<file path="src/conv_pkg.sv">
package conv_pkg;

	////////////////////
	// data types

	// unsigned input pixel
	typedef logic [7:0] pixel_t;

	// signed kernel weight
	typedef logic signed [7:0] weight_t;

	// nine products of 255 * -128 fit in 20 bits
	typedef logic signed [19:0] acc_t;

	// taps are row-major, tap 0 at top left
	typedef struct packed {
		pixel_t [8:0] tap;
		logic last;
	} window_t;

	typedef struct packed {
		weight_t [8:0] w;
	} lane_weights_t;

	typedef struct packed {
		acc_t sum;
		logic [7:0] chan;
		logic last;
	} result_t;

	////////////////////
	// axi4-lite

	localparam int AXIL_ADDR_W = 10;
	localparam int AXIL_DATA_W = 32;

	typedef enum logic [1:0] {
		OKAY = 2'd0,
		SLVERR = 2'd2
	} axil_resp_t;

endpackage
</file>
<file path="src/conv_mac_lane.sv">
module conv_mac_lane (
	input logic clk,
	input logic reset,
	input logic advance,
	input logic win_valid,
	input conv_pkg::window_t win_data,
	input conv_pkg::lane_weights_t weights,
	output logic lane_valid,
	output conv_pkg::acc_t lane_sum,
	output logic lane_last
);
	import conv_pkg::*;

	// 9-bit signed pixel times 8-bit weight
	typedef logic signed [16:0] prod_t;

	prod_t prod [9];
	logic s1_valid;
	logic s1_last;
	acc_t sum;

	////////////////////
	// stage one products

	always_ff @(posedge clk) begin
		if (advance) begin
			for (int i = 0; i < 9; i++) begin
				prod[i] <= $signed({1'b0, win_data.tap[i]}) * weights.w[i];
			end
		end
	end

	// stage two sum
	always_comb begin
		sum = '0;
		for (int i = 0; i < 9; i++) begin
			sum = sum + prod[i];
		end
	end

	always_ff @(posedge clk) begin
		if (advance) begin
			lane_sum <= sum;
		end
	end

	always_ff @(posedge clk) begin
		if (reset) begin
			s1_valid <= 1'b0;
			s1_last <= 1'b0;
			lane_valid <= 1'b0;
			lane_last <= 1'b0;
		end else if (advance) begin
			s1_valid <= win_valid;
			s1_last <= win_data.last;
			lane_valid <= s1_valid;
			lane_last <= s1_last;
		end
	end

endmodule

</file>
<file path="config.mk">
export PLATFORM = sky130hd
export DESIGN_NAME = conv_mac_lane
export DESIGN_NICKNAME = d
export VERILOG_FILES = /design/src/conv_pkg.sv /design/src/conv_mac_lane.sv
export SDC_FILE = /design/constraint.sdc
export NUM_CORES = 2
export LEC_CHECK = 0
export BUFFER_PORTS_ARGS = -buffer_cell sky130_fd_sc_hd__buf_2
export CAP_MARGIN = 15
export CORE_ASPECT_RATIO = 0.6
export CORE_UTILIZATION = 65
export DETAILED_ROUTE_END_ITERATION = 10
export PLACE_DENSITY = 0.84
export RECOVER_POWER = 100
export SLEW_MARGIN = 20
export SYNTH_ARGS = -nofsm -noshare
export SYNTH_HDL_FRONTEND = slang
export SYNTH_SLANG_ARGS = --single-unit
</file>
<file path="constraint.sdc">
create_clock -name clk -period 6.85 [get_ports clk]
set_input_delay 0.685 -clock clk [delete_from_list [all_inputs] [get_ports clk]]
set_output_delay 0.685 -clock clk [all_outputs]
set_load 0.1 [all_outputs]
</file>
==> impl_results.md <==
* Placed insts at 3659
* Hold buffers post-CTS at 0
* CTS H-tree depth at 4
* Largest family of logic cells by synthesized area: adder cells
* CTS tree: yes
* Ys Warns at 0
* Synthesized-area fraction occupied by adder cells at roughly half
* Synth Area in Compound Gates at about 6.3%
* Total setup buffers inserted after CTS at 0
* CP arrival at about 5.4 ns
* Failing checks: DRC, capacitance limit, slew limit
* Core footprint at ~44000 sq um
* Setup TNS at 0 ns
* Most frequent cell after synthesis: inv_1
* Layout cell share with drive strength beyond 1 at ~5.6%
* Routability congestion estimate at between 0.8 and 0.9
* Max FO, Critical Path at 8
* Number of distinct library cells after synthesis at 61
* Worst Tran Pin Value at roughly 4.2 ns
* Vert. Die Dim at 165 um
* Die area at ~45000 sq um
* Total Wirelength at around 66 mm
* Post-CTS sizing at 0
* Global-route wire length before repair at around 110 mm
* Final Cycle Share at roughly 75%
* Critical-path top delay cell: o41ai_1
* GR Overflow Total at 0
* Detail Route Antenna Nets at 0
* Syn Std Cell Area at approximately 29000 sq um
* Period minus WS final at 5.15 ns
* Via count at approximately 21000
* Most frequent CP cell: fa_1
* Synth Area in XOR/XNOR at about 3.2%
* Number of synthesized flops with an enable pin at approximately 170
* Non-Filler Instances at roughly 3700
* Post-synth ARST share at 0%
* Setup violation total in the final timing report at 0
* First-pass detailed-route iteration total at 11
* Initial Util at 66.3%
* Worst Path Required at around 7.1 ns
* WL/cell at 18.0 um
* RSZ-0062 raised after global routing: false
* Worst-path cell chain: clkbuf_1 > nand2_1 > fa_1 > fa_1 > inv_1 > fa_1 > inv_1 > fa_1 > inv_1 > ha_1 > o21ai_0 > a21oi_1 > o41ai_1 > or4b_1 > o311ai_0
* Hold crit path type: in -> reg
* Final Hold Vio Count at 0
* Number of fill cells at roughly 3200
* Vias in the first global route at 21300
* CTS buffer count at 17
* Crit path largest cell delay at 0.86 ns
* Mux contribution to synthesized area at less than 1%
* Final HPWL DP at 55.8 mm
* Clock latency on the worst-skew pair at roughly 0.46 ns
* Drt drc at 18
* Overall Global Routing Usage at 31.0%
* Crit path buf inv count at 4
* CTS max path bufs at 2
* Setup CP Type: in -> reg
* Clock root buffer: clkbuf_16
* Initial antenna violation count at 0
* Status: finished with violations
* Critical path capture point type: flop
* Fin. max-slew vios at 76
* Ports at between 150 and 200
* Reg clk slew, reported paths at 0.07 ns
* Max-cap violation count at 1
* Synth Area in Simple Gates at 13.7%
* Slew headroom at -177%
* Std cell rows at 59
* Post-synth top cells: inv_1, fa_1, ha_1
* Synth top area share at 31.4%
* Sink Count at between 150 and 200
* Port-buffer cells at 170
* Via density at between 5 and 6
* Avg Inst Size Synth at between 9 and 10 sq um
* Seq/Total Area, Yosys at between 15 and 20%
* Maximum number of pins on one net before global-route repair at 104
* Layout area overhead at 6.94%
* DRT iter0 DRCs at 1722
* Syn Nets at between 3000 and 4000
* Worst path top cell family by delay: adder cells
* Syn Inst Count at between 2000 and 3000
* Clock skew at roughly 0.010 ns
* CP Launch Type: input pin
* Flops & latches, synth at 177
* Largest cells by area after synthesis: fa_1, edfxtp_1, ha_1
* Nets at a little over 4000
* Leading area contributor after synthesis: fa_1
* Synth Flop Type: edfxtp_1
* Max Clk Rate at a little under 0.2 GHz
* Die Width at about 270 um
## per-stage QoR
stage	hold slack, ns	util (%)	cell area [sq um]	worst slack (ns)
6_report	0.424	70.9	30900	1.70
2_1_floorplan	0.460	-	28900	2.29
4_1_cts	0.408	71.2	31100	2.02
5_1_grt	0.419	70.9	30900	1.57
3_3_place_gp	0.471	69.9	30500	1.95
3_5_place_dp	0.488	69.9	30500	1.83
## registers in the layout, indices dropped and copies added (netlist names)
name and flops:
lane_valid 1, lane_last 1, prod 153, lane_sum 20, s1_last 1, s1_valid 1
## worst register-to-register path: stages, from the launching register on
cell and delay [ns]:
edfxtp_1 0.45, fa_1 0.56, fa_1 0.55, inv_1 0.07, fa_1 0.45, fa_1 0.53, inv_1 0.05, ha_1 0.21
fa_1 0.50, a21oi_1 0.24, o211ai_1 0.18, a211oi_1 0.61, o21bai_1 0.15, a21oi_1 0.22, xnor2_1 0.08
## path summary, 6_finish.rpt
kind | start | endpoint | depth (start not counted) | slack [ns]
worst max-delay path | weights[56] | prod[0][133]$_DFFE_PP_ | 15 | 1.70
worst min-delay path | reset | s1_last$_SDFFE_PP0P_ | 2 | 0.42
worst max register to register | prod[0][120]$_DFFE_PP_ | lane_sum[16]$_DFFE_PP_ | 14 | 1.77
worst min register to register | s1_last$_SDFFE_PP0P_ | s1_last$_SDFFE_PP0P_ | 2 | 0.50
## cell usage in the layout, fill, tap and decap left out, types with 12 or more instances in the layout
master and instances:
nor2_1 94, ha_1 407, nand3_1 14, nand2_1 252, and2_0 37, buf_2 135
nand2b_1 58, edfxtp_1 173, o21bai_1 14, clkbuf_1 35, xnor2_1 83, clkbuf_16 17
o21a_1 25, a21oi_1 75, fa_1 454, nor2b_1 16, and2_1 250, a21o_1 27
inv_1 727, xor2_1 23, a211oi_1 12, o21ai_0 52, nor3_1 17
## metal layers
metal  wire length, um  part of all wire (%)  global-route usage [%]  vias to the layer above
li1                  -                     -                       -                     9466
met1             29300                    44                    46.0                    10400
met2             30000                    45                    48.4                      856
met3              6030                   9.1                    5.47                      100
met4              1030                   1.5                    5.15                        0
met5                 0                     0                       0                        -
## cells by family after synthesis
| kind of cell | count (synthesis) |
|---|---|
| xor gates and xnor gates | 106 |
| DFF | 177 |
| muxes | 4 |
| and+or+nand+nor | 768 |
| adders and majority gates | 861 |
| buffers and inverters | 728 |
| AOI/OAI and AO/OA | 266 |
## area by class of cell
type                    instances  area (sq um)  share of cell area [%]
clock buffers                  17           425                    1.38
diodes                          2          5.00                  0.0162
repair buffers                171           818                    2.65
clock inverters                15           129                   0.417
inverters                     727          2730                    8.82
well taps                     579           724                    2.34
multi-input cells            2005         20800                    67.3
flip-flops and latches        177          5280                    17.1
Power is not shown: default switching activity piles up to over one toggle a cycle in this logic, so the estimate is an artifact.
