<file path="src/conv_pkg.sv">
package conv_pkg;

	////////////////////
	// data types

	// unsigned input pixel
	typedef logic [7:0] pixel_t;

	// signed kernel weight
	typedef logic signed [7:0] weight_t;

	// nine products of 255 * -128 fit in 20 bits
	typedef logic signed [19:0] acc_t;

	// taps are row-major, tap 0 at top left
	typedef struct packed {
		pixel_t [8:0] tap;
		logic last;
	} window_t;

	typedef struct packed {
		weight_t [8:0] w;
	} lane_weights_t;

	typedef struct packed {
		acc_t sum;
		logic [7:0] chan;
		logic last;
	} result_t;

	////////////////////
	// axi4-lite

	localparam int AXIL_ADDR_W = 10;
	localparam int AXIL_DATA_W = 32;

	typedef enum logic [1:0] {
		OKAY = 2'd0,
		SLVERR = 2'd2
	} axil_resp_t;

endpackage
</file>
<file path="src/conv_window_gen.sv">
module conv_window_gen #(
	parameter int IMAGE_WIDTH = 8,
	parameter int IMAGE_HEIGHT = 8
) (
	input logic clk,
	input logic reset,
	input logic advance,
	input logic pxl_valid,
	input conv_pkg::pixel_t pxl_data,
	output logic win_valid,
	output conv_pkg::window_t win_data
);
	import conv_pkg::*;

	localparam int COL_W = $clog2(IMAGE_WIDTH);
	localparam int ROW_W = $clog2(IMAGE_HEIGHT);

	logic [COL_W-1:0] col;
	logic [ROW_W-1:0] row;
	// lb0 holds the row above, lb1 the row above that
	pixel_t lb0 [IMAGE_WIDTH];
	pixel_t lb1 [IMAGE_WIDTH];
	pixel_t [8:0] taps;
	pixel_t [2:0] new_col;
	logic win_last;
	logic accept;
	logic col_last;
	logic row_last;
	logic interior;

	assign accept = advance && pxl_valid;
	assign col_last = (col == COL_W'(IMAGE_WIDTH - 1));
	assign row_last = (row == ROW_W'(IMAGE_HEIGHT - 1));
	assign interior = (col >= COL_W'(2)) && (row >= ROW_W'(2));

	// incoming column, top to bottom
	assign new_col[0] = lb1[col];
	assign new_col[1] = lb0[col];
	assign new_col[2] = pxl_data;

	////////////////////
	// position counters

	always_ff @(posedge clk) begin
		if (reset) begin
			col <= '0;
			row <= '0;
		end else if (accept) begin
			if (col_last) begin
				col <= '0;
				row <= row_last ? '0 : row + 1'b1;
			end else begin
				col <= col + 1'b1;
			end
		end
	end

	always_ff @(posedge clk) begin
		if (accept) begin
			lb1[col] <= lb0[col];
			lb0[col] <= pxl_data;
		end
	end

	// shift window left by one column
	always_ff @(posedge clk) begin
		if (accept) begin
			for (int r = 0; r < 3; r++) begin
				taps[r*3] <= taps[r*3+1];
				taps[r*3+1] <= taps[r*3+2];
				taps[r*3+2] <= new_col[r];
			end
		end
	end

	always_ff @(posedge clk) begin
		if (reset) begin
			win_valid <= 1'b0;
			win_last <= 1'b0;
		end else if (advance) begin
			win_valid <= accept && interior;
			win_last <= accept && col_last && row_last;
		end
	end

	assign win_data = '{tap: taps, last: win_last};

	// the window is held for the lanes during a stall
	assert property (@(posedge clk) disable iff (reset)
		!advance |=> $stable(win_valid) && $stable(win_data));

endmodule

</file>
<file path="config.mk">
export PLATFORM = sky130hd
export DESIGN_NAME = conv_window_gen
export DESIGN_NICKNAME = d
export VERILOG_FILES = /design/src/conv_pkg.sv /design/src/conv_window_gen.sv
export SDC_FILE = /design/constraint.sdc
export NUM_CORES = 1
export LEC_CHECK = 0
export ABC_AREA = 1
export BUFFER_PORTS_ARGS = -buffer_cell sky130_fd_sc_hd__buf_2
export CELL_PAD_IN_SITES_DETAIL_PLACEMENT = 1
export CELL_PAD_IN_SITES_GLOBAL_PLACEMENT = 1
export CORE_MARGIN = 3
export CORE_UTILIZATION = 33
export DETAILED_ROUTE_END_ITERATION = 6
export PLACE_DENSITY_LB_ADDON = 0.1
export SETUP_SLACK_MARGIN = 0.4
export SYNTH_ARGS = -nofsm -noshare
export SYNTH_HDL_FRONTEND = slang
export SYNTH_SLANG_ARGS = --single-unit
</file>
<file path="constraint.sdc">
create_clock -name clk -period 5 [get_ports clk]
set_input_delay 1 -clock clk [delete_from_list [all_inputs] [get_ports clk]]
set_output_delay 1 -clock clk [all_outputs]
set_load 0.005 [all_outputs]
</file>
==> flow_summary_export.csv <==
group,metric,value,unit
setup_path,rr_worst_depth,5,
sta,worst_slew_pin_slew,0.904,ns
place,place_congestion,0.768,
power,p_leak,4.14,nW
final_layout,drive_gt1_frac,0.184,
floorplan,start_util,0.337,
setup_path,cpMaxStageDelayCell,"dfxtp_1",
floorplan,die_area,26900,um^2
yosys,mappedNetlistNets,696,
setup_path,critPathRequiredTime,5.11,ns
setup_path,crit_top_cell,"nand2_1",
sta,hold_violations,0,
sta,finalCritPeriodShare,0.478,
run,cap_violations,0,
final_layout,regArea,6230,um^2
setup_path,crit_path_end_kind,"register",
yosys,synth_edf_count,200,
setup_path,cp.arrival,2.50,ns
routing,ant_nets,0,
place,dp_hpwl,12900,um
outcome,status,"completed",
place,portBuffers,85,
yosys,syn_area_per_cell,12.1,um^2
setup_path,cp-start-kind,"register",
sta,rsz0062_at_grt,"no",
grt,groute.usage.overall,0.146,
clock_tree,clock-root-buffer,"clkbuf_16",
grt,grt_overflow,0,
sta,slew_viol_final,0,
yosys,synth_area,8230,um^2
floorplan,core-area,24400,um^2
power,finalPower,4.07,mW
setup_path,max_stage_delay,0.87,ns
yosys,synthDistinctLibCells,20,
yosys,syn_inst,678,
setup_path,crit_family,"flip-flops",
routing,drt-vias-per-instance,4.38,
setup_path,path_cells,"inv_2, nand3_1, nand2_1, nand2_1, nand2_1",
final_layout,fin_nets,794,
power,p_per_area,416,nW/um^2
floorplan,rows,57,
sta,fmax,418,MHz
final_layout,antenna_cells,0,
setup_path,path_class,"register to register",
setup_path,cp_max_fo,17,
grt,grt_pass1_vias,5299,
power,ir_worst_vdd,0.240,mV
min_path,whs_path_depth,0,
yosys,synth.most_common_cell,"nand2_1",
yosys,ys_seq_area_frac,0.756,
setup_path,crit_buf_inv,1,
clock_tree,holdBufCountCts,0,
yosys,synth.ff_latch_count,211,
grt,antenna_found_initial,0,
sta,relSlewSlack,0.397,
floorplan,die_w,164,um
routing,dr.pass1.iters,4,
grt,grt_first_pass_wirelength,30100,um
clock_tree,cts.htree.levels,1,
clock_tree,path_clk_slew,0.06,ns
routing,post_drt_wl_per_cell,17.1,um
sta,setup_viol,0,
final_layout,nFillCells,2682,
yosys,synth_common_cells,"243 x nand2_1, 200 x edfxtp_1, 109 x inv_1",
yosys,synth_ff_type,"edfxtp_1",
floorplan,fp.dieH,164,um
sta,skew,0.00755,ns
final_layout,multi_input_area,1400,um^2
clock_tree,cts_setup_buffers,0,
clock_tree,clock_latency,0.51,ns
setup_path,cp_num_cells,5,
final_layout,syn_to_final_growth,18.9,%
grt,grt_max_degree,45,
routing,vias,4899,
yosys,synthArstFlopShare,0,
routing,drc,0,
sta,fin_setup_tns,0,ns
sta,min_period,2.39,ns
yosys,synth_top_area_frac,0.730,
yosys,synth_top_cell_by_area,"edfxtp_1",
clock_tree,cts_buffers,24,
clock_tree,cts_tree,"built",
floorplan,io_pins,86,
yosys,synth_area_leaders,"edfxtp_1 73%, nand2_1 11%, inv_1 5.0%, nand3_1 2.9%, dfxtp_1 2.7%",
clock_tree,cts_resized,0,
clock_tree,clk_path_buf_depth,3,
clock_tree,cts_sinks,211,
routing,wirelength,19100,um
routing,initialDrtViolationCount,247,
min_path,hp-class,"register to register",
yosys,yosysWarnings,0,
placed cells by master, fill, tap and decap left out:
| cell type | count |
|---|---|
| nor3_2 | 2 |
| clkinv_2 | 7 |
| nand2_1 | 243 |
| bufinv_16 | 4 |
| clkinv_1 | 4 |
| nand2_2 | 2 |
| nor3_1 | 1 |
| inv_1 | 108 |
| clkbuf_16 | 25 |
| a21oi_1 | 5 |
| nor2_4 | 2 |
| nor2_1 | 13 |
| clkinvlp_4 | 1 |
| nor2_2 | 2 |
| edfxtp_1 | 200 |
| buf_2 | 85 |
| o21ai_0 | 5 |
| inv_8 | 1 |
| nand3_1 | 47 |
| dfxtp_1 | 11 |
| inv_4 | 1 |
| inv_2 | 5 |
| nand3b_1 | 1 |
| clkbuf_1 | 4 |
| ha_1 | 6 |
| buf_4 | 9 |
per-layer routing:
metal  wire length (um)  vias up  GRT usage
met5                  0        -          0
met4                263        0     0.0338
met3                950       23     0.0257
met2               9330      100      0.251
met1               8530     2387      0.193
li1                   -     2389          -
kinds of logic (layout without fill, tap and decap cells):
| group | after synthesis | in the layout | share of synthesized area |
|---|---|---|---|
| and+or+nand+nor | 313 | 313 | 0.154 |
| DFF | 211 | 211 | 0.756 |
| buffers and inverters | 138 | 254 | 0.0745 |
| AOI/OAI and AO/OA | 10 | 10 | 0.00608 |
| adders and majority gates | 6 | 6 | 0.00912 |
worst register-to-register path, delay by kind of cell, from the launching register on:
kind,cells,cell delay [ns]
buffers and inverters,1,0.38
flip-flops,1,0.87
AND/OR/NAND/NOR,4,0.75
through the flow:
stage                     worst slack [ns]  area (um^2)  hold WS [ns]  utilization  std cells
after floorplan                      0.645         8230         0.438            -        678
final                                 2.61         9790         0.441        0.401       1118
after CTS                             2.27         9780         0.442        0.401       1118
after global routing                  2.46         9790         0.445        0.401       1118
after detailed placement              2.02         8970         0.427        0.368       1074
after global placement                2.11         8970         0.421        0.368       1074
flip-flops by register name, indices dropped and copies added, names as in the netlist, named ones only:
register	count
row	3
lb0	64
win_last	1
win_valid	1
col	3
lb1	64
win_data	72
where the power goes:
group | switching, mW | internal (mW) | total [mW] | leakage [nW]
Clock | 0.678 | 1.12 | 1.79 | 0.399
Combinational | 0.176 | 0.0596 | 0.236 | 1.82
Sequential | 0.0287 | 2.01 | 2.04 | 1.92
cell type report:
type	instances	share of cell area
timing repair buffer	94	0.0504
clock inverter	15	0.0176
tap	324	0.0414
inverter	116	0.0456
sequential	211	0.636
multi-input combinational	329	0.143
clock buffer	29	0.0655
worst paths after layout:
check	slack, ns	startpoint	end
min	0.44	win_data[57]	win_data[49]
max	2.61	register	lb1[6][7]
max reg2reg	2.61	register	lb1[6][7]
min reg2reg	0.44	win_data[57]	win_data[49]
Power figures use the tool's default switching activity.
