==> src/conv_pkg.sv <==
package conv_pkg;

	////////////////////
	// data types

	// unsigned input pixel
	typedef logic [7:0] pixel_t;

	// signed kernel weight
	typedef logic signed [7:0] weight_t;

	// nine products of 255 * -128 fit in 20 bits
	typedef logic signed [19:0] acc_t;

	// taps are row-major, tap 0 at top left
	typedef struct packed {
		pixel_t [8:0] tap;
		logic last;
	} window_t;

	typedef struct packed {
		weight_t [8:0] w;
	} lane_weights_t;

	typedef struct packed {
		acc_t sum;
		logic [7:0] chan;
		logic last;
	} result_t;

	////////////////////
	// axi4-lite

	localparam int AXIL_ADDR_W = 10;
	localparam int AXIL_DATA_W = 32;

	typedef enum logic [1:0] {
		OKAY = 2'd0,
		SLVERR = 2'd2
	} axil_resp_t;

endpackage
==> src/conv_result_serializer.sv <==
module conv_result_serializer #(
	parameter int N_LANES = 4
) (
	input logic clk,
	input logic reset,
	input logic out_ready,
	input logic lane_valid,
	input logic lane_last,
	input conv_pkg::acc_t [N_LANES-1:0] lane_sums,
	output logic advance,
	output logic out_valid,
	output conv_pkg::result_t out_data
);
	import conv_pkg::*;

	localparam int IDX_W = (N_LANES > 1) ? $clog2(N_LANES) : 1;

	acc_t [N_LANES-1:0] bank;
	logic [IDX_W-1:0] idx;
	logic busy;
	logic win_last;
	logic final_beat;
	logic load;

	assign final_beat = (idx == IDX_W'(N_LANES - 1));

	// pipeline moves when the bank is empty or about to be
	assign advance = !busy || (final_beat && out_ready);
	assign load = advance && lane_valid;

	////////////////////
	// beat control

	always_ff @(posedge clk) begin
		if (reset) begin
			busy <= 1'b0;
			idx <= '0;
			win_last <= 1'b0;
		end else if (load) begin
			busy <= 1'b1;
			idx <= '0;
			win_last <= lane_last;
		end else if (busy && out_ready) begin
			if (final_beat) begin
				busy <= 1'b0;
			end else begin
				idx <= idx + 1'b1;
			end
		end
	end

	always_ff @(posedge clk) begin
		if (load) begin
			bank <= lane_sums;
		end
	end

	assign out_valid = busy;
	assign out_data = '{sum: bank[idx], chan: 8'(idx), last: win_last && final_beat};

	// stalled beat must hold
	assert property (@(posedge clk) disable iff (reset)
		out_valid && !out_ready |=> out_valid && $stable(out_data));

endmodule

==> config.mk <==
export PLATFORM = sky130hd
export DESIGN_NAME = conv_result_serializer
export DESIGN_NICKNAME = d
export VERILOG_FILES = /design/src/conv_pkg.sv /design/src/conv_result_serializer.sv
export SDC_FILE = /design/constraint.sdc
export NUM_CORES = 1
export LEC_CHECK = 0
export BUFFER_PORTS_ARGS = -buffer_cell sky130_fd_sc_hd__buf_4
export CAP_MARGIN = 20
export CORE_AREA = 5 5 95 97
export DETAILED_ROUTE_END_ITERATION = 6
export DIE_AREA = 0 0 100 102
export GPL_TIMING_DRIVEN = 0
export PLACE_DENSITY = 0.68
export SLEW_MARGIN = 10
export SYNTH_ARGS = -nofsm -noshare
export SYNTH_HDL_FRONTEND = slang
export SYNTH_SLANG_ARGS = --single-unit
==> constraint.sdc <==
create_clock -name clk -period 4.98 [get_ports clk]
set_input_delay 0.249 -clock clk [delete_from_list [all_inputs] [get_ports clk]]
set_output_delay 0.249 -clock clk [all_outputs]
set_load 0.03 [all_outputs]
==> flow_summary.toml, run 1 <==
[cells_and_area]
fin_area_sq_mm = 0.00431
final_net_count = 343
post_layout_nonfiller_instances = 367
layout-area-overhead-vs-synth_pct = 38.0
insertedDiodeCount = 0
number_of_inserted_filler_cells_in_the_final_layout = 658
drive_above_1_share_pct = 59.2
final_core_util_pct = 53.5

[drt]
detail-route-antenna-nets = 0
viasPerCell = 4.55
wl_mm = 6.02
drt-wirelength-per-cell_microns = 16.4
drt-pass1-iter-count = 4
drc = 0
route.vias.total = 1671
drt_first_iter_violations = 36

[yosys]
netlist_area_sq_mm = 0.00312
synth.most_common_cell = "sky130_fd_sc_hd__edfxtp_1"
synth_area_leader_cell = "sky130_fd_sc_hd__edfxtp_1"
synth-warning-count = 0
ys.flop_type = "sky130_fd_sc_hd__edfxtp_1"
number_of_enable_flip_flop_cells_after_synthesis = 80
synth_seq_area_share_pct = 79.6
synthesis.area_per_instance_sq_um = 24.0
ys_async_rst_share_pct = 0
ys_seq_elements = 84
netlist_top_cells_area = "sky130_fd_sc_hd__edfxtp_1, sky130_fd_sc_hd__mux4_2, sky130_fd_sc_hd__dfxtp_1, sky130_fd_sc_hd__buf_4, sky130_fd_sc_hd__mux4_1"
synthesis.instances = 130
netlist.area_leader.share_pct = 77.0
synth_common_cells = "sky130_fd_sc_hd__edfxtp_1, sky130_fd_sc_hd__mux4_2, sky130_fd_sc_hd__buf_4"
unique_masters_post_synth = 19

[floorplan]
floorplan.core_area_sq_mm = 0.00805
num_rows = 33
initial_core_util_pct = 38.8
io_pins = 116
die_area_sq_mm = 0.0102
die_height_microns = 102
die_w_microns = 100

[critical_path]
cp-start-kind = "flop"
critPathLaunch = "idx[0]$_SDFFE_PP0P_"
worst-setup-path-type = "flop to flop"
critPathRequiredTime_ps = 5020
worst_path_arrival_ps = 2340
cp.buffers_inverters = 1
gate_family_responsible_for_the_most_delay_along_the_worst_path = "simple AND/OR/NAND/NOR gates"
cp_cell_sequence = "ha_1, a21boi_0, nor2b_4, buf_12"
timing.critical_path.slowest_cell_delay_ps = 770
reg2reg_from = "idx[0]$_SDFFE_PP0P_"
crit_path_max_fanout = 32
crit_slowest_cell = "sky130_fd_sc_hd__nor2b_4"
worst_setup_path_end_kind = "flop"

[placed_design]
placement.cell_area_sq_mm = 0.00414
placed_cells = 351
gp_routability_congestion = 0.698
dp.final_hpwl_mm = 4.55
io_buffer_count = 109
pre_cts_slack_ps = 2670

[clocking]
postCtsSetupRepairBufs = 0
cts.clk_slew.worst_paths_ps = 80
cts_repair_resize_count = 0
post_cts_hold_buffer_count = 0
numCtsBuffers = 9
clkSinkCount = 84
worstSkewPairLatency_ps = 340
ctsHtreeMaxLevel = 3
clockBufferDepth = 2
cts_tree = "yes"
clock-root-buffer = "sky130_fd_sc_hd__clkbuf_8"

[grt]
grt_start_max_net_pins = 33
vias_in_the_first_global_route = 1857
grt-ovfl-total = 0
track_usage_pct = 12.4
antenna_violations_before_repair = 0
grt_pass1_wl_mm = 9.48

[worst_hold_path]
worst_hold_startpoint = "lane_sums[54]"
class_of_the_worst_hold_path = "input port to flop"

[pwr]
power.static_leakage_nw = 1.66
power.density_mw_per_mm2 = 326
maximum_vdd_drop_uv = 175
finalPower_mw = 1.40

[flow_run]
maxCapViolCount = 0

[timing]
finalHoldViolations = 0
worst_slack_ps = 2680
finalWorstPathRequiredPeriod_ps = 2300
achievable-frequency_ghz = 0.435
max-slew-margin-rel_pct = 38.2
setup-violations-final = 0
hold_ws_ps = 75.2
layout_worst_path_cycle_share_pct = 46.2
finalSetupTns_ps = 0
final-max-slew-violation-count = 0
clock_skew_ps = 10.4
actual_transition_at_the_worst_max_transition_pin_ps = 925
rsz_0062_raised_after_global_routing = "false"

[outcome]
status = "completed"
[layer usage]
metal	vias to the layer above	global-route usage, %	share of wire [%]
met4	0	5.60	1.7
met1	797	14.4	39
li1	780	-	-
met5	-	0	0
met3	10	6.08	12
met2	84	19.7	47
[kinds of logic (layout without fill, tap and decap cells)]
kind of cell,count (synthesis),count (layout),share of synthesized area (%)
DFF,84,84,79.6
muxes,22,22,15.2
buffers and inverters,11,138,2.61
and+or+nand+nor,9,9,1.60
adders and majority gates,1,1,0.401
other,1,6,0.120
AOI/OAI and AO/OA,1,1,0.241
xor gates and xnor gates,1,1,0.281
[cells in the final DEF, fill, tap and decap left out, drive strengths merged]
master,count
mux2i,2
clkbuf,11
edfxtp,80
nor3,2
buf,121
dfxtp,4
nor2b,1
nand2b,2
a21boi,1
inv,1
clkinv,3
nand3b,1
conb,6
xor2,1
and2,1
mux4,20
ha,1
nor2,2
clkinvlp,2
[sequential cells by signal, summed over array words and instances, names as in the netlist]
signal	flops
bank	80
idx	2
win_last	1
out_valid	1
[layout make-up]
cell class	instances	area (sq um)	share of cell area, %
multi-input cells	40	583	13.5
inverters	1	3.75	0.0872
well taps	105	131	3.05
clock buffers	11	131	3.05
flip-flops and latches	84	2480	57.7
repair buffers	111	866	20.1
clock inverters	5	30.0	0.697
plain buffers	10	77.6	1.80
[final timing paths]
path / end / slack (ps) / depth (start not counted)
worst min-delay path: bank[54]$_DFFE_PP_ / 80 / 1
worst max-delay path: bank[69]$_DFFE_PP_ / 2680 / 4
worst max register to register: bank[69]$_DFFE_PP_ / 2680 / 4
worst min register to register: win_last$_SDFFE_PP0P_ / 490 / 2
[where the power goes]
group | internal (mW) | switching, mW
logic | 0.0904 | 0.0813
registers | 0.818 | 0.00940
clock network | 0.179 | 0.225
total | 1.09 | 0.316
Power figures use the tool's default switching activity.
==> run 2, diff against run 1 <==
--- a/config.mk
+++ b/config.mk
@@ -5,11 +5,12 @@
 export SDC_FILE = /design/constraint.sdc
 export NUM_CORES = 1
 export LEC_CHECK = 0
+export ABC_AREA = 1
 export BUFFER_PORTS_ARGS = -buffer_cell sky130_fd_sc_hd__buf_4
 export CAP_MARGIN = 20
-export CORE_AREA = 5 5 95 97
+export CORE_AREA = 5 5 97 99
 export DETAILED_ROUTE_END_ITERATION = 6
-export DIE_AREA = 0 0 100 102
+export DIE_AREA = 0 0 102 104
 export GPL_TIMING_DRIVEN = 0
 export PLACE_DENSITY = 0.68
 export SLEW_MARGIN = 10
==> constraint.sdc (replaced) <==
create_clock -name clk -period 2 [get_ports clk]
set_input_delay 0.1 -clock clk [delete_from_list [all_inputs] [get_ports clk]]
set_output_delay 0.1 -clock clk [all_outputs]
set_load 0.03 [all_outputs]
==> run 2 against run 1 <==
Routed wire length grew 51%; total power grew to 2.8 times the previous value; core utilization up 9.7 points; largest cell class unchanged; area after synthesis is 5.7% higher; sequential share of layout area shrank 11 points; final area increased by 24%; final cell count is 57% higher; largest power group unchanged; critical endpoint is now out_data[13]; sequential cell count stayed put; combinational power grew to 3.6 times the previous value.
==> flow_summary.toml, run 2 <==
[pwr]
power.density_mw_per_mm2 = 721
p_comb_share_pct = 16.0
power_switching_share_pct = 23.7
clockPowerShare_pct = 30.0
p_seq_share_pct = 54.0
net-switching-power_uw = 914
internal_power_mw = 2.95
maximum_vdd_drop_uv = 552
power.static_leakage_nw = 2.18

[clocking]
clock-root-buffer = "sky130_fd_sc_hd__clkbuf_8"
cts_tree = "yes"
clkSinkCount = 84
cts.clk_slew.worst_paths_ps = 80
clockBufferDepth = 2
numCtsBuffers = 9
cts_repair_resize_count = 0
ctsHtreeMaxLevel = 3
worstSkewPairLatency_ps = 340

[timing]
achievable-frequency_ghz = 0.590
finalHoldViolations = 0
layout_worst_path_cycle_share_pct = 84.8
rsz_0062_raised_after_global_routing = "false"
clock_skew_ps = 6.00
final-max-slew-violation-count = 0
worst_slack_ps = 304
finalWorstPathRequiredPeriod_ps = 1700
setup-violations-final = 0
finalSetupTns_ps = 0

[drt]
drt-pass1-iter-count = 4
drt_first_iter_violations = 141
viasPerCell = 4.54
route.vias.total = 2608
detail-route-antenna-nets = 0
drc = 0
drt-wirelength-per-cell_microns = 15.8
wl_mm = 9.08

[critical_path]
worst_setup_path_end_kind = "output port"
cp-start-kind = "flop"
worst-setup-path-type = "flop to output port"
critPathRequiredTime_ps = 1900
crit_slowest_cell = "sky130_fd_sc_hd__dfxtp_4"
timing.critical_path.slowest_cell_delay_ps = 380
worst_path_arrival_ps = 1600
cp_cell_sequence = "buf_6, inv_4, buf_6, o21ai_1, o21ai_1, buf_4"
crit_path_max_fanout = 10

[yosys]
synth-warning-count = 0
synth_area_leader_cell = "sky130_fd_sc_hd__edfxtp_1"
synthesis.area_per_instance_sq_um = 13.0
synth_seq_area_share_pct = 75.2
unique_masters_post_synth = 16
netlist_area_sq_mm = 0.00330
synthesis.instances = 253
netlist.area_leader.share_pct = 72.8
ys_async_rst_share_pct = 0
synth_common_cells = "sky130_fd_sc_hd__edfxtp_1, sky130_fd_sc_hd__nor2_1, sky130_fd_sc_hd__o21ai_1"
ys.flop_type = "sky130_fd_sc_hd__edfxtp_1"
ys_seq_elements = 84
synth.most_common_cell = "sky130_fd_sc_hd__edfxtp_1"
netlist_top_cells_area = "sky130_fd_sc_hd__edfxtp_1, sky130_fd_sc_hd__o21ai_1, sky130_fd_sc_hd__nor2_1, sky130_fd_sc_hd__dfxtp_1, sky130_fd_sc_hd__buf_6"
number_of_enable_flip_flop_cells_after_synthesis = 80

[cells_and_area]
number_of_inserted_filler_cells_in_the_final_layout = 619
drive_above_1_share_pct = 32.8
largest_register_ff_count = 80
layout-area-overhead-vs-synth_pct = 62.2
fin_area_sq_mm = 0.00535
largest_register = "bank"
layout.cells.most_common_list = "sky130_fd_sc_hd__buf_4, sky130_fd_sc_hd__dlygate4sd3_1, sky130_fd_sc_hd__edfxtp_1"
layout_top_registers = "bank x80, idx x2"
final_common_cell = "sky130_fd_sc_hd__buf_4"
post_layout_nonfiller_instances = 575
final_net_count = 547

[flow_run]
maxCapViolCount = 0

[grt]
grt_pass1_wl_mm = 14.1
track_usage_pct = 17.8
grt-ovfl-total = 0
vias_in_the_first_global_route = 2770
grt_start_max_net_pins = 38
antenna_violations_before_repair = 1

[worst_hold_path]
class_of_the_worst_hold_path = "input port to flop"

[placed_design]
io_buffer_count = 109
gp_routability_congestion = 0.817
dp.final_hpwl_mm = 5.71
pre_cts_slack_ps = 449
placed_cells = 477
placement.cell_area_sq_mm = 0.00435

[floorplan]
initial_core_util_pct = 39.0
die_height_microns = 104
floorplan.core_area_sq_mm = 0.00847
num_rows = 34
die_area_sq_mm = 0.0106
io_pins = 116
die_w_microns = 102

[outcome]
status = "completed"
run 2: cell count changes after synthesis, sizes merged, moves of 2 or more:
cell,previous run,this run
nor3,2,0
a21oi,0,3
nand4,0,2
nor2,2,62
buf,10,19
mux2i,2,0
o21ai,0,60
nand2,0,11
nand2b,2,0
inv,1,8
mux4,20,0
nand3,0,2
run 2: worst max-delay path, delay by kind of cell (launching register included):
family                 cells  cell delay (ps)
buffers and inverters      4              520
AO/OA/AOI/OAI              2              350
flip-flops                 1              380
run 2: layout make-up:
type                            instances  area (sq um)  area share [%]
Inverter                                8          36.3           0.678
Sequential cell                        84          2490            46.6
Antenna cell                            1          2.50          0.0468
Multi-Input combinational cell        147           677            12.6
Clock inverter                          5          52.6           0.982
Tap cell                              108           135            2.53
Clock buffer                           11           131            2.45
Buffer                                 19           156            2.92
Timing Repair Buffer                  192          1670            31.2
run 2: per-stage QoR:
stage	hold slack [ps]	power, mW	util, %
detailed placement	275	2.60	51.4
finish	40.7	3.86	63.2
global placement	268	2.58	51.0
global route	50.5	4.02	63.2
CTS	29.8	3.87	63.2
floorplan	162	2.36	-
run 2: per-layer routing:
metal / GRT usage [%] / routed length [microns]
met4: 8.25 / 336
met5: 0 / 0
met1: 21.6 / 3530
met2: 29.7 / 4660
met3: 3.96 / 548
run 2: power groups by stage:
stage / Combinational, mW / Clock [mW] / Sequential, mW
final: 0.618 / 1.16 / 2.08
after global routing: 0.658 / 1.27 / 2.09
after CTS: 0.611 / 1.18 / 2.08
after detailed placement: 0.481 / 0 / 2.12
after global placement: 0.459 / 0 / 2.13
after floorplan: 0.232 / 0 / 2.12
run 2: cells by family (layout without fill, tap and decap cells):
logic type	Yosys count	in the layout	synth area share, %
simple gates	77	77	8.99
buf+inv	27	235	5.73
fa+ha+maj	1	1	0.379
compound gates	63	63	9.56
flops	84	84	75.2
other cells	1	7	0.114
run 2: final timing paths:
kind / from / to / slack (ps) / cells past startpoint
setup reg to reg: idx[0]$_SDFFE_PP0P_ / bank[2]$_DFFE_PP_ / 430 / 6
hold / removal: lane_valid / idx[1]$_SDFFE_PP0P_ / 40 / 4
setup / recovery: idx[0]$_SDFFE_PP0P_ / out_data[13] / 300 / 6
hold reg to reg: win_last$_SDFFE_PP0P_ / win_last$_SDFFE_PP0P_ / 500 / 2
run 2: repair_timing:
item	CTS	global route
hold buffers	81	0
buffers inserted	0	0
hold endpoints to repair	82	0
