<file path="src/conv_pkg.sv">
package conv_pkg;

	////////////////////
	// data types

	// unsigned input pixel
	typedef logic [7:0] pixel_t;

	// signed kernel weight
	typedef logic signed [7:0] weight_t;

	// nine products of 255 * -128 fit in 20 bits
	typedef logic signed [19:0] acc_t;

	// taps are row-major, tap 0 at top left
	typedef struct packed {
		pixel_t [8:0] tap;
		logic last;
	} window_t;

	typedef struct packed {
		weight_t [8:0] w;
	} lane_weights_t;

	typedef struct packed {
		acc_t sum;
		logic [7:0] chan;
		logic last;
	} result_t;

	////////////////////
	// axi4-lite

	localparam int AXIL_ADDR_W = 10;
	localparam int AXIL_DATA_W = 32;

	typedef enum logic [1:0] {
		OKAY = 2'd0,
		SLVERR = 2'd2
	} axil_resp_t;

endpackage
</file>
<file path="src/conv_weight_regs.sv">
module conv_weight_regs #(
	parameter int N_LANES = 4
) (
	input logic clk,
	input logic reset,
	input logic [conv_pkg::AXIL_ADDR_W-1:0] s_axil_awaddr,
	input logic s_axil_awvalid,
	output logic s_axil_awready,
	input logic [conv_pkg::AXIL_DATA_W-1:0] s_axil_wdata,
	input logic [conv_pkg::AXIL_DATA_W/8-1:0] s_axil_wstrb,
	input logic s_axil_wvalid,
	output logic s_axil_wready,
	output logic s_axil_bvalid,
	output conv_pkg::axil_resp_t s_axil_bresp,
	input logic s_axil_bready,
	input logic [conv_pkg::AXIL_ADDR_W-1:0] s_axil_araddr,
	input logic s_axil_arvalid,
	output logic s_axil_arready,
	output logic [conv_pkg::AXIL_DATA_W-1:0] s_axil_rdata,
	output conv_pkg::axil_resp_t s_axil_rresp,
	output logic s_axil_rvalid,
	input logic s_axil_rready,
	output conv_pkg::lane_weights_t [N_LANES-1:0] weights
);
	import conv_pkg::*;

	typedef enum logic {
		W_IDLE,
		W_RESP
	} wr_state_t;

	wr_state_t state;
	logic aw_have;
	logic w_have;
	logic [AXIL_ADDR_W-1:0] aw_addr_q;
	weight_t w_data_q;
	logic w_strb_q;
	logic aw_take;
	logic w_take;
	logic ar_take;
	logic wr_fire;
	logic [AXIL_ADDR_W-1:0] wr_addr;
	weight_t wr_data;
	logic wr_strb;
	weight_t rd_w;

	// lane in bits 9:6, tap in bits 5:2
	function automatic logic addr_ok(input logic [AXIL_ADDR_W-1:0] addr);
		return (addr[5:2] <= 4'd8) && (int'(addr[9:6]) < N_LANES);
	endfunction

	////////////////////
	// write channel

	assign s_axil_awready = (state == W_IDLE) && !aw_have;
	assign s_axil_wready = (state == W_IDLE) && !w_have;
	assign s_axil_bvalid = (state == W_RESP);

	always_comb begin
		aw_take = s_axil_awvalid && s_axil_awready;
		w_take = s_axil_wvalid && s_axil_wready;
		// use the held beat, or the one arriving now
		wr_addr = aw_have ? aw_addr_q : s_axil_awaddr;
		wr_data = w_have ? w_data_q : s_axil_wdata[7:0];
		wr_strb = w_have ? w_strb_q : s_axil_wstrb[0];
		wr_fire = (state == W_IDLE) && (aw_have || aw_take) && (w_have || w_take);
	end

	always_ff @(posedge clk) begin
		if (aw_take) begin
			aw_addr_q <= s_axil_awaddr;
		end
		if (w_take) begin
			w_data_q <= s_axil_wdata[7:0];
			w_strb_q <= s_axil_wstrb[0];
		end
	end

	always_ff @(posedge clk) begin
		if (reset) begin
			state <= W_IDLE;
			aw_have <= 1'b0;
			w_have <= 1'b0;
			s_axil_bresp <= OKAY;
		end else begin
			case (state)
				W_IDLE: begin
					if (wr_fire) begin
						state <= W_RESP;
						aw_have <= 1'b0;
						w_have <= 1'b0;
						s_axil_bresp <= addr_ok(wr_addr) ? OKAY : SLVERR;
					end else begin
						if (aw_take) begin
							aw_have <= 1'b1;
						end
						if (w_take) begin
							w_have <= 1'b1;
						end
					end
				end
				W_RESP: begin
					if (s_axil_bready) begin
						state <= W_IDLE;
					end
				end
				default: state <= W_IDLE;
			endcase
		end
	end

	// weight storage, cleared to zero
	always_ff @(posedge clk) begin
		if (reset) begin
			weights <= '0;
		end else if (wr_fire && wr_strb && addr_ok(wr_addr)) begin
			weights[wr_addr[9:6]].w[wr_addr[5:2]] <= wr_data;
		end
	end

	////////////////////
	// read channel

	assign s_axil_arready = !s_axil_rvalid;
	assign ar_take = s_axil_arvalid && s_axil_arready;
	assign rd_w = weights[s_axil_araddr[9:6]].w[s_axil_araddr[5:2]];

	always_ff @(posedge clk) begin
		if (reset) begin
			s_axil_rvalid <= 1'b0;
		end else if (ar_take) begin
			s_axil_rvalid <= 1'b1;
		end else if (s_axil_rready) begin
			s_axil_rvalid <= 1'b0;
		end
	end

	always_ff @(posedge clk) begin
		if (ar_take) begin
			if (addr_ok(s_axil_araddr)) begin
				s_axil_rdata <= {{(AXIL_DATA_W-8){rd_w[7]}}, rd_w};
				s_axil_rresp <= OKAY;
			end else begin
				s_axil_rdata <= '0;
				s_axil_rresp <= SLVERR;
			end
		end
	end

	// a response only ever follows a completed write
	assert property (@(posedge clk) disable iff (reset)
		$rose(s_axil_bvalid) |-> $past(wr_fire));

endmodule

</file>
<file path="config.mk">
export PLATFORM = sky130hd
export DESIGN_NAME = conv_weight_regs
export DESIGN_NICKNAME = d
export VERILOG_FILES = /design/src/conv_pkg.sv /design/src/conv_weight_regs.sv
export SDC_FILE = /design/constraint.sdc
export NUM_CORES = 1
export LEC_CHECK = 0
export BUFFER_PORTS_ARGS = -buffer_cell sky130_fd_sc_hd__buf_2
export CAP_MARGIN = 20
export CORE_ASPECT_RATIO = 1.1
export CORE_UTILIZATION = 53
export CTS_BUF_LIST = sky130_fd_sc_hd__clkbuf_16
export CTS_CLUSTER_DIAMETER = 30
export DETAILED_ROUTE_END_ITERATION = 10
export PLACE_DENSITY = 0.86
export SLEW_MARGIN = 15
export SYNTH_ARGS = -nofsm -noshare
export SYNTH_HDL_FRONTEND = slang
export SYNTH_SLANG_ARGS = --single-unit
</file>
<file path="constraint.sdc">
create_clock -name clk -period 2.6 [get_ports clk]
set_input_delay 0.26 -clock clk [delete_from_list [all_inputs] [get_ports clk]]
set_output_delay 0.26 -clock clk [all_outputs]
set_load 0.05 [all_outputs]
</file>
==> impl_metrics.csv, run 1 <==
group,metric,value,unit
status,status,"finished, final reports clean",
clock_network,cts_htree_levels,2,
yosys,yosys_warnings,0,
final_layout,nets,1792,
critical_path,cp_data_required_time,3050,ps
yosys,yosysMostFrequentCell,"dfxtp_1",
pwr,p_per_area,736,nW/um^2
sta,rsz0062_at_grt,"no",
route,ant_nets,0,
yosys,synth_ff_type,"dfxtp_1",
grt,grt_max_degree,120,
grt,grt_usage,36.6,%
critical_path,crit_type,"reg -> reg",
final_layout,area_growth,29.9,%
die,fp.dieH,178,um
route,viasPerCell,6.38,
sta,tightest_slew,909,ps
clock_network,clk_pin_slew,50,ps
sta,slew-limit-headroom,39.3,%
run,drv_cap,0,
route,dr.pass1.iters,5,
grt,grt_pass1_wl,79300,um
yosys,syn_inst,1371,
yosys,ys_types,59,
route,drt_iter0_drc,1663,
yosys,synth_top_cell_area_share,39.4,%
yosys,synth_area_leader_cell,"dfxtp_1",
critical_path,start_kind,"flip-flop",
pwr,vdd_drop_max,0.518,mV
route,routedWlPerCell,25.2,um
sta,finalHoldViolCount,0,
sta,tns,0,ps
yosys,synth_area_per_cell,10.8,um^2
die,ios,392,
yosys,synth_edf_count,26,
critical_path,cp-end-kind,"flip-flop",
yosys,netlist_area,14900,um^2
sta,max_freq,421,MHz
yosys,seq_area_frac_synth,44.7,%
final_layout,fin_util,70.9,%
pwr,power.leakage,8.54,nW
yosys,synth-seq-cells,319,
route,vias,13600,
clock_network,cts_setup_buffers,0,
critical_path,crit_fanout,14,
critical_path,rr_startpoint,"aw_have",
grt,antenna_found_initial,0,
die,core,27300,um^2
yosys,ys_async_sr_fraction,0,%
clock_network,cts_root_buffer,"clkbuf_16",
worst_hold_path,min_path_type,"in -> reg",
grt,grt_pass1_vias,12800,
die,num_rows,63,
placed_design,place_congestion,0.924,
grt,overflow,0,
clock_network,cts.sinks,319,
placed_design,io_buffer_count,358,
placed_design,dpl.hpwl,37000,um
clock_network,cts_tree,"yes",
route,drc,0,
die,die_w,162,um
clock_network,numCtsBuffers,60,
clock_network,cts_max_path_buffers,3,
sta,drv_slew,0,
yosys,synthTopCellsByCount,"dfxtp_1, nor2_1, mux2i_1, a211oi_1, nand2b_1",
sta,period_share,91.3,%
die,initial_utilization,54.5,%
critical_path,startpoint,"aw_have",
die,die_area,28700,um^2
yosys,synth.area.top_cells,"dfxtp_1, mux2i_1, mux4_2",
critical_path,worstPathArrival,2820,ps
sta,fin_skew,55.8,ps
final_layout,drive_gt1_share,36.3,%
worst_hold_path,hp-start,"reset",
route,wl,53900,um
sta,setup-violations-final,0,
sta,min_period,2370,ps
clock_network,worstSkewPairLatency,600,ps
[where the power goes]
group / internal [mW] / switching [mW] / total (mW)
logic: 0.317 / 0.780 / 1.10
clock network: 5.30 / 2.78 / 8.08
registers: 5.01 / 0.0348 / 5.04
total: 10.6 / 3.60 / 14.2
[final cells by class]
cell class / count / area (um^2)
Inverter: 6 / 22.5
Timing Repair Buffer: 447 / 2650
Multi-Input combinational cell: 895 / 7450
Clock inverter: 50 / 539
Tap cell: 357 / 447
Clock buffer: 63 / 1580
Sequential cell: 319 / 6650
Antenna cell: 1 / 2.50
Fill cell: 1806 / 7950
[cell usage in the layout, fill, tap and decap left out, drive strengths merged, types with 32 or more instances in the layout]
cell / synthesis / routed
mux4: 64 / 64
a211oi: 109 / 109
nor2: 191 / 191
nand2b: 72 / 72
nand2: 32 / 32
clkbuf: 68 / 63
dfxtp: 293 / 293
a21oi: 47 / 47
mux2i: 178 / 178
buf: 84 / 427
[registers in the layout, indices dropped and copies added (netlist names)]
| signal | cells |
|---|---|
| aw_addr_q | 8 |
| s_axil_bresp | 1 |
| w_strb_q | 1 |
| weights | 288 |
| s_axil_rresp | 1 |
| w_have | 1 |
| aw_have | 1 |
| w_data_q | 8 |
| s_axil_bvalid | 1 |
| s_axil_rdata | 8 |
| s_axil_rvalid | 1 |
[kinds of logic (layout without fill, tap and decap cells)]
logic type | Yosys count | in the layout | share of synthesized area, %
buffers and inverters | 158 | 566 | 5.48
AO/OA/AOI/OAI | 244 | 244 | 11.8
AND/OR/NAND/NOR | 392 | 392 | 15.0
other | 1 | 3 | 0.0252
flip-flops | 319 | 319 | 44.7
multiplexers | 257 | 257 | 23.0
[per-stage QoR]
step / hold slack [ps] / cell area (um^2) / cells / total power [mW] / setup slack (ps)
2_1_floorplan: 359 / 14900 / 1372 / 5.88 / 379
3_3_place_gp: 448 / 17000 / 2004 / 6.16 / 182
3_5_place_dp: 455 / 17000 / 2004 / 6.18 / 139
4_1_cts: 21.9 / 19300 / 2137 / 14.2 / 117
5_1_grt: 52.3 / 19300 / 2137 / 14.5 / 65.4
6_report: 41.4 / 19300 / 2138 / 14.2 / 225
[path summary, 6_finish.rpt]
check | to | slack, ps | cells after the start
max reg2reg | weights[265] | 230 | 6
min | weights[255] | 40 | 2
max | weights[265] | 230 | 6
min reg2reg | weights[8] | 480 | 2
[metal layers]
metal / GRT usage [%] / share of wire, %
met4: 21.1 / 6.0
met2: 59.7 / 47
met1: 43.9 / 37
met3: 9.21 / 11
met5: 0 / 0
[critical path, stage by stage (launching register included)]
cell and delay, ps:
dfxtp_2 400, buf_4 220, mux2_2 390, nor2_1 360, nand4_2 490, mux2i_1 340
nor2_1 60
[repair_timing]
| item | in CTS | in global routing |
|---|---|---|
| hold buffers | 20 | 0 |
| endpoints found under the hold margin | 19 | 0 |
| gates resized for setup | 0 | 2 |
| endpoints found under the setup margin | 0 | 18 |
No activity file was read; power rests on OpenSTA's default activity.
==> inputs of run 2 (changes only) <==
--- a/config.mk
+++ b/config.mk
@@ -10,3 +10,3 @@
 export CORE_ASPECT_RATIO = 1.1
-export CORE_UTILIZATION = 53
+export CORE_UTILIZATION = 57
 export CTS_BUF_LIST = sky130_fd_sc_hd__clkbuf_16
@@ -14,3 +14,3 @@
 export DETAILED_ROUTE_END_ITERATION = 10
-export PLACE_DENSITY = 0.86
+export PLACE_DENSITY = 0.91
 export SLEW_MARGIN = 15
==> constraint.sdc (replaced) <==
create_clock -name clk -period 2.88 [get_ports clk]
set_input_delay 0.144 -clock clk [delete_from_list [all_inputs] [get_ports clk]]
set_output_delay 0.144 -clock clk [all_outputs]
set_load 0.05 [all_outputs]
==> impl_metrics.csv, run 2 (same netlist as run 1, synthesis figures left out) <==
group,metric,value,unit
final_layout,fillCellCount,1588,
route,drc,0,
route,ant_nets,0,
placed_design,dpl.hpwl,37000,um
sta,fin_skew,38.5,ps
placed_design,place_congestion,0.958,
route,routedWlPerCell,27.4,um
critical_path,cp-end-kind,"flip-flop",
grt,overflow,0,
final_layout,largest_reg_flops,288,
grt,grt_pass1_wl,84600,um
pwr,vdd_drop_max,0.540,mV
sta,tns,0,ps
sta,setup-violations-final,0,
critical_path,cp_data_required_time,3320,ps
die,die_w,156,um
final_layout,nets,1782,
sta,max_freq,359,MHz
die,die_area,26700,um^2
grt,grt_usage,42.7,%
final_layout,top_register,"weights",
final_layout,final-seq-area,6650,um^2
route,vias,14100,
run,drv_cap,0,
pwr,p_per_area,641,nW/um^2
worst_hold_path,min_path_type,"in -> reg",
die,core,25500,um^2
final_layout,layout_commonest_cell,"buf_2",
sta,rsz0062_at_grt,"no",
sta,min_period,2790,ps
clock_network,cts_max_path_buffers,3,
route,wl,58100,um
clock_network,clk_pin_slew,50,ps
grt,antenna_found_initial,3,
final_layout,area_growth,27.8,%
critical_path,crit_type,"reg -> reg",
critical_path,crit_fanout,21,
route,drt_iter0_drc,2067,
sta,drv_slew,0,
sta,tightest_slew,867,ps
sta,period_share,96.8,%
clock_network,cts.sinks,319,
die,num_rows,61,
die,ios,392,
critical_path,worstPathArrival,3230,ps
clock_network,cts_root_buffer,"clkbuf_16",
final_layout,multi_input_area,7460,um^2
sta,finalHoldViolCount,0,
placed_design,io_buffer_count,358,
grt,grt_max_degree,104,
pwr,power.leakage,8.37,nW
die,fp.dieH,171,um
grt,grt_pass1_vias,13600,
pwr,finalPower,12.2,mW
final_layout,final_cell_mix,"buf_2, dfxtp_1, nor2_1",
status,status,"finished, final reports clean",
clock_network,cts_htree_levels,2,
final_layout,drive_gt1_share,35.6,%
clock_network,cts_tree,"yes",
die,initial_utilization,58.3,%
clock_network,worstSkewPairLatency,600,ps
route,dr.pass1.iters,7,
route,viasPerCell,6.64,
critical_path,start_kind,"flip-flop",
clock_network,numCtsBuffers,59,
sta,slew-limit-headroom,42.1,%
==> run 2: cell types whose count changed in the layout (fill, tap and decap cells not counted), moves of 5 or more <==
cell        delta
clkinv_2       +5
bufinv_16      -6
clkinvlp_4     +5
buf_4          -6
buf_12         -5
inv_6          -5
==> run 2: final cells by class <==
| class | instances | area share [%] |
|---|---|---|
| flip-flops and latches | 319 | 35.0 |
| clock inverters | 50 | 2.10 |
| diodes | 4 | 0.0526 |
| well taps | 346 | 2.28 |
| multi-input cells | 895 | 39.2 |
| repair buffers | 438 | 13.3 |
| clock buffers | 61 | 8.03 |
| inverters | 6 | 0.118 |
==> run 2: timing repair <==
item	CTS	global route
hold endpoints to repair	20	0
setup endpoints to repair	0	16
gates resized for setup	0	1
hold buffers	22	0
setup buffers	0	2
==> run 2: report_power, final <==
part / internal (mW) / switching [mW] / leakage (nW) / total (mW)
clock network: 4.13 / 2.49 / 0.962 / 6.62
registers: 4.52 / 0.0385 / 2.61 / 4.56
logic: 0.280 / 0.729 / 4.80 / 1.01
==> run 2: worst paths after layout <==
| kind | from | end | slack [ps] | depth (start not counted) |
|---|---|---|---|---|
| worst max register to register | aw_have | weights[271] | 90 | 6 |
| worst min register to register | weights[158] | weights[158] | 490 | 2 |
| worst min-delay path | reset | weights[55] | 50 | 2 |
| worst max-delay path | aw_have | weights[271] | 90 | 6 |
==> run 2: per-layer routing <==
metal	GRT usage [%]	up-vias	wire length, um
met3	16.1	346	8250
li1	-	5736	-
met2	67.1	1318	26100
met1	48.8	6661	19400
met4	27.5	0	4430
met5	0	-	0
==> run 2: per-stage QoR <==
stage / utilization, % / cell area, um^2 / worst slack (ps) / std cells / hold slack [ps]
4_1_cts: 74.4 / 19000 / 210 / 2113 / 41.4
5_1_grt: 74.6 / 19000 / 22.1 / 2117 / 65.2
2_1_floorplan: - / 14900 / 659 / 1372 / 243
6_report: 74.6 / 19000 / 91.1 / 2119 / 47.4
3_5_place_dp: 66.0 / 16800 / 259 / 1980 / 350
3_3_place_gp: 66.0 / 16800 / 344 / 1980 / 339
==> run 2: worst max-delay path, cell delays in order, from the launching register on <==
cell and delay (ps):
dfxtp_1 590, buf_12 230, mux2_2 410, nor2_1 380, nand4_2 550, mux2i_1 400
nor2_1 80
==> inputs of run 3 (changes only) <==
- RECOVER_POWER: default -> 100
==> impl_metrics.csv, run 3 (same netlist as run 1, synthesis figures left out) <==
group,metric,value,unit
critical_path,rr_startpoint,"aw_have",
critical_path,crit_family,"simple AND/OR/NAND/NOR gates",
worst_hold_path,worstHoldPathCells,2,
placed_design,dp.cells,1980,
placed_design,place_congestion,0.958,
final_layout,fillCellCount,1874,
critical_path,r2r_setup_slack,-40,ps
clock_network,cts_htree_levels,2,
final_layout,finalInstanceArea,18400,um^2
route,drc,0,
status,violations,"negative setup slack",
die,die_area,26700,um^2
grt,grt_pass1_wl,84600,um
clock_network,cts_root_buffer,"clkbuf_16",
final_layout,fin_util,72.0,%
worst_hold_path,holdPathEnd,"weights[55]",
pwr,p_seq_share,37.5,%
sta,tightest_slew,1280,ps
critical_path,crit_type,"reg -> reg",
placed_design,io_buffer_count,358,
pwr,vdd_drop_max,0.540,mV
critical_path,worstPathArrival,3390,ps
worst_hold_path,min_path_type,"in -> reg",
die,fp.dieH,171,um
sta,fin_skew,36.3,ps
placed_design,postPlaceCellArea,16800,um^2
pwr,comb_power_share,7.9,%
pwr,p_switching,3.25,mW
pwr,power.internal,8.91,mW
sta,finalHoldViolCount,0,
final_layout,instances_no_fill,2118,
placed_design,dpl.hpwl,37000,um
final_layout,multi_input_area,7280,um^2
critical_path,worst_path_max_delay_cell,"nor4b_1",
final_layout,largest_reg_flops,288,
grt,grt_usage,42.7,%
final_layout,top_register,"weights",
route,drt_iter0_drc,1982,
pwr,switching_share,26.7,%
pwr,pwr-share-clk,54.6,%
grt,overflow,0,
final_layout,layout_commonest_cell,"clkbuf_1",
final_layout,area_growth,23.4,%
worst_hold_path,hp-start,"reset",
route,routedWlPerCell,27.4,um
sta,period_share,101,%
critical_path,worstReg2RegEnd,"weights[183]",
critical_path,cp-end-kind,"flip-flop",
grt,antenna_found_initial,3,
sta,slew-limit-headroom,14.5,%
clock_network,worstSkewPairLatency,600,ps
critical_path,worst-path-buf-inv,2,
die,ios,392,
grt,grt_max_degree,104,
run,drv_cap,0,
clock_network,clk_pin_slew,50,ps
critical_path,reg2reg_depth,7,
final_layout,drive_gt1_share,14.8,%
die,die_w,156,um
die,initial_utilization,58.3,%
die,num_rows,61,
sta,min_period,2920,ps
critical_path,cpPeakStageDelay,540,ps
route,ant_nets,0,
status,status,"finished, violations left",
critical_path,start_kind,"flip-flop",
sta,setup-violations-final,8,
pwr,p_per_area,662,nW/um^2
pwr,power.leakage,6.82,nW
clock_network,cts_max_path_buffers,3,
route,wl,58000,um
clock_network,numCtsBuffers,59,
grt,grt_pass1_vias,13600,
critical_path,cp_data_required_time,3340,ps
sta,max_freq,342,MHz
sta,worst_slack,-42.6,ps
critical_path,crit_fanout,21,
final_layout,final_cell_mix,"clkbuf_1, dfxtp_1, nor2_1",
final_layout,nets,1782,
final_layout,final-seq-area,6650,um^2
die,core,25500,um^2
route,viasPerCell,6.64,
critical_path,path_cells,"buf_12, or3b_2, nand2_1, nor4b_1, clkbuf_4, mux2i_1, nor2_1",
sta,drv_slew,0,
route,vias,14100,
clock_network,cts.sinks,319,
route,dr.pass1.iters,6,
clock_network,cts_tree,"yes",
==> run 3: changes by cell type in the layout (fill, tap and decap cells not counted), sizes merged <==
cell	before	now
buf	416	51
diode	4	3
clkbuf	61	426
==> run 3: power by group through the flow <==
| stage | Clock [mW] | Sequential, mW | Combinational, mW |
|---|---|---|---|
| 5_1_grt | 6.84 | 4.56 | 0.983 |
| 6_report | 6.63 | 4.56 | 0.966 |
| 2_1_floorplan | 0 | 4.68 | 0.634 |
| 4_1_cts | 6.59 | 4.55 | 0.964 |
| 3_5_place_dp | 0 | 4.64 | 0.926 |
| 3_3_place_gp | 0 | 4.64 | 0.913 |
==> run 3: repair_timing <==
item,CTS,global route
setup endpoints to repair,0,16
resized for setup,0,1
buffers inserted,0,2
hold endpoints to repair,20,0
hold buffers,22,0
==> run 3: per-stage QoR <==
stage	setup TNS [ps]	power, mW	worst slack, ps	hold WS [ps]
after floorplan	0	5.31	659	243
final	-165	12.2	-42.6	40.3
after global placement	0	5.55	344	339
after detailed placement	0	5.57	259	350
after global routing	-266	12.4	-55.6	65.2
after CTS	0	12.1	210	41.4
==> run 3: final cells by class <==
class                           instances  share of cell area, %
Antenna cell                            3                 0.0409
Sequential cell                       319                   36.2
Clock buffer                           61                   8.31
Multi-Input combinational cell        895                   39.7
Timing Repair Buffer                  438                   11.1
Inverter                                6                  0.123
Clock inverter                         50                   2.17
Tap cell                              346                   2.36
==> run 3: worst max-delay path by stage <==
stage          startpoint            to  slack (ps)  cells past startpoint
2_1_floorplan      w_have   w_data_q[0]         660                      4
3_3_place_gp      aw_have  weights[118]         340                      6
6_report          aw_have  weights[183]         -40                      7
4_1_cts           aw_have  weights[201]         210                      6
5_1_grt           aw_have  weights[255]         -60                      8
3_5_place_dp      aw_have  weights[228]         260                      7
==> run 3: layer usage <==
| metal | GRT usage [%] | share of wire (%) |
|---|---|---|
| met5 | 0 | 0 |
| met4 | 27.5 | 7.9 |
| met3 | 16.1 | 14 |
| met2 | 67.1 | 45 |
| met1 | 48.8 | 33 |
